File: config.mk
export PLATFORM = sky130hd
export DESIGN_NAME = operand_fetch
export DESIGN_NICKNAME = d
export VERILOG_FILES = /design/src/source/mips_isa_pkg.sv /design/src/source/regfile_pkg.sv /design/src/source/instr_decode.sv /design/src/source/reg_file.sv /design/src/source/hi_lo_regs.sv /design/src/source/operand_fetch.sv
export SDC_FILE = /design/constraint.sdc
export NUM_CORES = 2
export LEC_CHECK = 0
export BUFFER_PORTS_ARGS = -buffer_cell sky130_fd_sc_hd__buf_2
export CAP_MARGIN = 10
export CORE_ASPECT_RATIO = 2
export CORE_MARGIN = 1
export CORE_UTILIZATION = 50
export DETAILED_ROUTE_END_ITERATION = 8
export PLACE_DENSITY_LB_ADDON = 0.15
export SYNTH_ARGS = -nofsm -noshare
export SYNTH_HDL_FRONTEND = slang
export SYNTH_HIERARCHICAL = 1
export SYNTH_SLANG_ARGS = --single-unit
File: constraint.sdc
create_clock -name clk -period 2.8 [get_ports clk]
set_input_delay 0.28 -clock clk [delete_from_list [all_inputs] [get_ports clk]]
set_output_delay 0.28 -clock clk [all_outputs]
set_load 0.05 [all_outputs]
File: src/source/mips_isa_pkg.sv
package mips_isa_pkg;

	// one machine word, used for register contents and operands
	typedef logic [31:0] word_t;

	// index into the 32-entry general register file
	typedef logic [4:0] reg_idx_t;

	// the opcode and funct fields are both six bits wide
	typedef logic [5:0] opfield_t;

	// architectural register numbers the operand stage cares about
	localparam reg_idx_t reg_zero = 5'd0;
	localparam reg_idx_t reg_v0 = 5'd2;
	localparam reg_idx_t reg_a0 = 5'd4;
	localparam reg_idx_t reg_sp = 5'd29;
	localparam reg_idx_t reg_ra = 5'd31;

	// opcode values, R-type instructions all share the special opcode
	localparam opfield_t op_special = 6'd0;
	localparam opfield_t op_jal = 6'd3;

	// funct values that only mean something under op_special
	localparam opfield_t fn_syscall = 6'h0c;
	localparam opfield_t fn_mfhi = 6'h10;
	localparam opfield_t fn_mflo = 6'h12;

	// bit ranges of the instruction fields
	// the opcode sits in the top six bits of every format
	localparam int opcode_msb = 31;
	localparam int opcode_lsb = 26;

	// rs and rt are at the same place in R-type and I-type words
	localparam int rs_msb = 25;
	localparam int rs_lsb = 21;
	localparam int rt_msb = 20;
	localparam int rt_lsb = 16;

	// funct occupies the low six bits of an R-type word
	localparam int funct_msb = 5;
	localparam int funct_lsb = 0;

endpackage

File: src/source/regfile_pkg.sv
package regfile_pkg;

	import mips_isa_pkg::*;

	// where the two operands of an instruction come from
	typedef enum logic [2:0] {
		sel_regs,
		sel_syscall,
		sel_link,
		sel_hi,
		sel_lo
	} operand_sel_t;

	// decoder result: the two read indices plus the operand source
	typedef struct packed {
		reg_idx_t rs;
		reg_idx_t rt;
		operand_sel_t sel;
	} decode_t;

	// one pending general-register write from an older instruction
	typedef struct packed {
		logic en;
		reg_idx_t dest;
		word_t data;
	} wb_t;

	// one pending hi/lo result from the multiply/divide unit
	typedef struct packed {
		logic en;
		word_t hi;
		word_t lo;
	} hilo_wr_t;

	// everything the requester hands over with req
	typedef struct packed {
		word_t instr;
		word_t pc_plus_4;
		wb_t wb;
		hilo_wr_t hilo;
	} issue_t;

	// the operand pair returned with ack
	typedef struct packed {
		word_t op_a;
		word_t op_b;
	} operands_t;

	// states of the four-phase handshake sequencer
	typedef enum logic [1:0] {
		st_idle,
		st_ack,
		st_release
	} seq_state_t;

endpackage

File: src/source/instr_decode.sv
`timescale 1ns/1ps

module instr_decode
	import mips_isa_pkg::*;
	import regfile_pkg::*;
(
	input word_t instr,
	output decode_t dec
);

	// raw instruction fields
	opfield_t opcode;
	opfield_t funct;

	// one flag per special case, evaluated independently
	logic is_special;
	logic is_syscall;
	logic is_jal;
	logic is_mfhi;
	logic is_mflo;

	assign opcode = instr[opcode_msb:opcode_lsb];
	assign funct = instr[funct_msb:funct_lsb];

	// the funct field only matters for R-type words, so every
	// funct match is qualified with the special opcode
	assign is_special = (opcode == op_special);
	assign is_syscall = is_special && (funct == fn_syscall);
	assign is_mfhi = is_special && (funct == fn_mfhi);
	assign is_mflo = is_special && (funct == fn_mflo);
	assign is_jal = (opcode == op_jal);

	always_comb begin
		// read indices are passed through for every format
		// even when the selected source ignores them
		dec.rs = instr[rs_msb:rs_lsb];
		dec.rt = instr[rt_msb:rt_lsb];

		// priority chain, the first match picks the operand source
		// syscall beats jal beats mfhi beats mflo beats plain reads
		if (is_syscall) begin
			dec.sel = sel_syscall;
		end else if (is_jal) begin
			dec.sel = sel_link;
		end else if (is_mfhi) begin
			dec.sel = sel_hi;
		end else if (is_mflo) begin
			dec.sel = sel_lo;
		end else begin
			// every other instruction reads rs and rt as they are
			dec.sel = sel_regs;
		end
	end

endmodule

File: src/source/reg_file.sv
`timescale 1ns/1ps

module reg_file
	import mips_isa_pkg::*;
	import regfile_pkg::*;
#(
	parameter word_t STACK_TOP = 32'h0000_fffc
) (
	input logic clk,
	input logic arst_n,
	input reg_idx_t rs,
	input reg_idx_t rt,
	input logic commit,
	input wb_t wb,
	input logic link,
	input word_t link_addr,
	output word_t rd_a,
	output word_t rd_b,
	output word_t v0,
	output word_t a0
);

	// the 32 general registers, entry 0 is $zero
	word_t regs [32];

	// a write-back only lands when enabled and not aimed at $zero
	logic wb_write;

	// the link write of a jal, only on a committing edge
	logic link_write;

	assign wb_write = commit && wb.en && (wb.dest != reg_zero);
	assign link_write = commit && link;

	always_ff @(posedge clk or negedge arst_n) begin
		if (!arst_n) begin
			// everything starts at zero except the stack pointer
			for (int i = 0; i < 32; i++) begin
				regs[i] <= '0;
			end
			regs[reg_sp] <= STACK_TOP;
		end else begin
			if (wb_write) begin
				regs[wb.dest] <= wb.data;
			end
			// placed after the write-back so that a jal wins when
			// both target $ra on the same edge
			if (link_write) begin
				regs[reg_ra] <= link_addr;
			end
		end
	end

	// combinational reads see the contents from before this edge,
	// so a request never observes its own pending writes
	// $zero is forced here as well, it must read zero whatever the array holds
	assign rd_a = (rs == reg_zero) ? '0 : regs[rs];
	assign rd_b = (rt == reg_zero) ? '0 : regs[rt];

	// syscall arguments are exported straight from the array
	assign v0 = regs[reg_v0];
	assign a0 = regs[reg_a0];

endmodule

File: src/source/hi_lo_regs.sv
`timescale 1ns/1ps

module hi_lo_regs
	import mips_isa_pkg::*;
	import regfile_pkg::*;
(
	input logic clk,
	input logic arst_n,
	input logic commit,
	input hilo_wr_t wr,
	output word_t hi,
	output word_t lo
);

	// result registers of the multiply/divide unit
	// the arithmetic happens elsewhere, only the values are kept here
	word_t hi_q;
	word_t lo_q;

	// both halves are always written together, as a multiply or
	// divide produces both at once
	always_ff @(posedge clk or negedge arst_n) begin
		if (!arst_n) begin
			hi_q <= '0;
			lo_q <= '0;
		end else if (commit && wr.en) begin
			hi_q <= wr.hi;
			lo_q <= wr.lo;
		end
	end

	// reads are combinational and show the old pair until the
	// edge that commits the new one
	assign hi = hi_q;
	assign lo = lo_q;

endmodule

File: src/source/operand_fetch.sv
`timescale 1ns/1ps

module operand_fetch
	import mips_isa_pkg::*;
	import regfile_pkg::*;
#(
	parameter word_t STACK_TOP = 32'h0000_fffc
) (
	input logic clk,
	input logic arst_n,
	input logic req,
	input issue_t issue,
	output logic ack,
	output operands_t operands,
	output word_t v0,
	output word_t a0
);

	seq_state_t state;
	seq_state_t state_nxt;

	// decoder output for the instruction held on issue
	decode_t dec;

	// commit is high for exactly the one edge that moves idle to ack
	logic commit;
	logic link;

	word_t rd_a;
	word_t rd_b;
	word_t hi;
	word_t lo;

	// operand pair chosen for the current instruction, not yet registered
	operands_t sel_ops;

	instr_decode decode_i (
		.instr (issue.instr),
		.dec   (dec)
	);

	reg_file #(
		.STACK_TOP (STACK_TOP)
	) reg_file_i (
		.clk       (clk),
		.arst_n    (arst_n),
		.rs        (dec.rs),
		.rt        (dec.rt),
		.commit    (commit),
		.wb        (issue.wb),
		.link      (link),
		.link_addr (issue.pc_plus_4),
		.rd_a      (rd_a),
		.rd_b      (rd_b),
		.v0        (v0),
		.a0        (a0)
	);

	hi_lo_regs hi_lo_i (
		.clk    (clk),
		.arst_n (arst_n),
		.commit (commit),
		.wr     (issue.hilo),
		.hi     (hi),
		.lo     (lo)
	);

	// handshake sequencer
	// a request is accepted in idle only, one held in release waits a cycle
	always_comb begin
		state_nxt = state;
		case (state)
			st_idle:    if (req) state_nxt = st_ack;
			// stay here for as long as the requester keeps req high
			st_ack:     if (!req) state_nxt = st_release;
			st_release: state_nxt = st_idle;
			default:    state_nxt = st_idle;
		endcase
	end

	always_ff @(posedge clk or negedge arst_n) begin
		if (!arst_n) begin
			state <= st_idle;
		end else begin
			state <= state_nxt;
		end
	end

	// everything that writes state hangs off this single pulse,
	// so a held req can never commit twice
	assign commit = (state == st_idle) && req;
	assign link = commit && (dec.sel == sel_link);
	assign ack = (state == st_ack);

	// operand selection, mirroring the decoder priority
	always_comb begin
		case (dec.sel)
			sel_syscall: sel_ops = '{op_a: v0, op_b: a0};
			sel_link:    sel_ops = '{op_a: issue.pc_plus_4, op_b: '0};
			sel_hi:      sel_ops = '{op_a: hi, op_b: '0};
			sel_lo:      sel_ops = '{op_a: lo, op_b: '0};
			default:     sel_ops = '{op_a: rd_a, op_b: rd_b};
		endcase
	end

	// captured on the commit edge from pre-write state and held
	// until the next accepted request
	always_ff @(posedge clk or negedge arst_n) begin
		if (!arst_n) begin
			operands <= '0;
		end else if (commit) begin
			operands <= sel_ops;
		end
	end

endmodule

==> metrics.yaml <==
grt:
  grt_pass1_wl_um: 306000
  antenna_found_initial: 22
  grt_use_met3_pct: 5.74
  grt_max_degree: 79
  use_met1_pct: 42.1
  grt_usage_pct: 33.2
  grt_pass1_vias: 45337
  grt-ovfl-total: 0
  busiest_layer: "met2"
  met2_usage_pct: 55.4
power:
  p_int_mw: 30.6
  swShare_pct: 28.2
  combPwrFrac_pct: 17.2
  seqPwrFrac_pct: 46.2
  p_leak_nw: 32.7
  power_frac_clock_pct: 36.6
  switchingPower_mw: 12.0
  max-vdd-ir-drop_uv: 447
  power.density_nw_per_um2: 595
placement:
  dpl_cell_area_um2: 66900
  place.gp.congestion: 0.923
  pre_cts_ws_ns: -0.378
  io_buffers: 288
  dp_cells: 6193
  hpwl_um: 142000
die:
  io_pins: 299
  std_cell_rows: 182
  die_area_um2: 126000
  die_h_um: 500
  core_um2: 123000
  start_util_pct: 50.4
  die_w_um: 251
outcome:
  status: "completed"
logic_synthesis:
  yosysSeqAreaShare_pct: 46.6
  synth_nets: 4718
  synthArstFlopShare_pct: 100
  synthCells: 4548
  synth_ff_type: "dfrtp_1"
  syn_area_per_cell_um2: 13.6
  synth_enable_flop_cells: 0
  netlist_top_cells_area: "dfrtp_1 (46%), mux2_2 (18%), mux4_2 (13%), mux2i_1 (5.7%), mux2_1 (1.7%)"
  yosysMostFrequentCell: "dfrtp_1"
  synth.largest_area_cell: "dfrtp_1"
  syn_area_um2: 62000
  ys_ff_latch: 1154
  synthTopCellsByCount: "dfrtp_1 (1140), mux2_2 (966), mux4_2 (369), mux2i_1 (353), clkbuf_1 (270)"
  synth_warnings: 6
  synth_top_area_share_pct: 46.0
  yosysUniqueCellTypes: 58
critical_path:
  path_cells: "mux4_2, a22o_1, a2111oi_0, buf_4, nor3_1, o21ai_0, o21ai_1"
  worst_path_max_delay_cell: "a2111oi_0"
  endpoint_kind: "flop"
  critical-path-max-stage-delay_ns: 0.61
  crit_buf_inv: 1
  cp.required_ns: 3.40
  path_max_fanout: 3
  worst-setup-path-type: "flop to flop"
  crit_family: "compound AO/OA/AOI/OAI gates"
  cp.arrival_ns: 3.17
  r2r_slack_ns: 0.23
  start_kind: "flop"
clock_network:
  cts_made_buffers: 104
  root_buffer: "clkbuf_16"
  clock-sinks: 1154
  clockBufferDepth: 3
  hold_buffers: 98
  cts-resized-gates: 0
  cts_setup_buffers: 0
  clkTransAtPathRegs_ns: 0.07
  h-tree-depth: 3
  cts_tree: "built"
  worstSkewPairLatency_ns: 0.72
min_path:
  hold_class: "primary input to async pin"
routing:
  via_per_inst: 6.67
  dr.pass1.iters: 5
  route.detailed.drc: 0
  antenna_left: 0
  drt_iter0_markers: 3644
  wl_per_cell_um: 32.0
  drt-total-wl_um: 208000
  vias: 43321
final_layout:
  postLayoutCellArea_um2: 71600
  syn_to_final_growth_pct: 15.4
  final_nets: 5003
  finalNonFillerCells: 6496
  drive_above_1_share_pct: 45.5
timing:
  tns_ns: 0
  fin_crit_sh_pct: 91.9
  max_freq_mhz: 389
  grt_setup_unrepaired: "false"
  timing_hold_violations_final: 0
  skew_ns: 0.0168
  setup_viol: 0
  slew_headroom_pct: 20.4
  worst_pin_slew_ns: 1.19
  slew_viol_final: 0
  fin_ws_ns: 0.228
  period_needed_ns: 2.57
  whs_ns: 0.0433
job:
  cap_violations: 0
-- metal layers --
layer / up-vias / wire length [um]
met5: - / 176
met4: 28 / 9900
met3: 570 / 15200
met2: 1969 / 102000
met1: 23063 / 80500
li1: 17691 / -
-- registers in the layout, summed over array words and instances (netlist names) --
signal and flops:
reg_file_i/a0 32, reg_file_i/v0 32, state 2, hi_lo_i/lo 32
operands 64, reg_file_i/regs 960, hi_lo_i/hi 32
-- layout by cell type (no fill, tap or decap), types with 16 or more instances in the layout --
| master | n |
|---|---|
| a2111oi_0 | 53 |
| o21ai_0 | 111 |
| dfrtp_1 | 1140 |
| clkbuf_16 | 109 |
| a22oi_1 | 99 |
| clkinv_2 | 16 |
| buf_4 | 265 |
| dlygate4sd3_1 | 98 |
| nor2b_1 | 92 |
| a221oi_1 | 48 |
| nor2_1 | 103 |
| o21bai_1 | 23 |
| nor2_4 | 16 |
| clkbuf_8 | 27 |
| clkbuf_1 | 24 |
| nor3_1 | 28 |
| mux4_2 | 369 |
| nand2b_1 | 29 |
| nand2_1 | 79 |
| a211oi_1 | 56 |
| mux2i_1 | 353 |
| o22ai_1 | 48 |
| mux2_2 | 966 |
| a21oi_1 | 72 |
| a22o_1 | 48 |
| o21ai_1 | 18 |
| nor4_1 | 34 |
| buf_12 | 103 |
| buf_2 | 281 |
| mux2_1 | 92 |
-- through the flow --
step,power (mW),util [%]
after detailed placement,27.1,54.4
after global placement,26.9,54.4
final,42.6,58.2
after CTS,42.8,58.2
after global routing,44.0,58.2
after floorplan,24.3,-
-- power by group through the flow --
stage,logic [mW],registers (mW),clock network [mW]
2_1_floorplan,4.39,19.9,0
3_3_place_gp,7.04,19.9,0
3_5_place_dp,7.16,19.9,0
4_1_cts,7.29,19.6,15.9
5_1_grt,7.75,19.8,16.4
6_report,7.32,19.7,15.6
-- layout make-up --
class	count	area, um^2
Tap cell	1564	1960
Multi-Input combinational cell	2818	30500
Sequential cell	1154	28900
Inverter	2	8.76
Clock buffer	160	3190
Timing Repair Buffer	753	6520
Antenna cell	7	17.5
Clock inverter	38	504
Fill cell	9791	51400
-- cell families (layout without fill, tap and decap cells) --
kind of cell              Yosys count  in the layout  share of synthesized area, %
buffers and inverters             576            953                          4.71
muxes                            1785           1785                          38.4
and+or+nand+nor                   436            436                          3.63
xor gates and xnor gates            3              3                        0.0424
AOI/OAI and AO/OA                 594            594                          6.62
DFF                              1154           1154                          46.6
other                               0              7                             0
-- path summary, 6_finish.rpt --
| path | cells after the start | endpoint | from |
|---|---|---|---|
| max | 7 | operands[40]$_DFFE_PN0P_ | reg_file_i/regs[8]$_DFFE_PN0P_ |
| min | 2 | reg_file_i/regs[701]$_DFFE_PN0P_ | arst_n |
| max reg2reg | 7 | operands[40]$_DFFE_PN0P_ | reg_file_i/regs[8]$_DFFE_PN0P_ |
| min reg2reg | 0 | reg_file_i/regs[1009]$_DFFE_PN0P_ | reg_file_i/regs[1009]$_DFFE_PN0P_ |
| max in group asynchronous | 3 | hi_lo_i/hi[15]$_DFFE_PN0P_ | arst_n |
| min in group clk | 3 | reg_file_i/regs[16]$_DFFE_PN0P_ | issue[81] |
(Power assumes the default switching activity.)
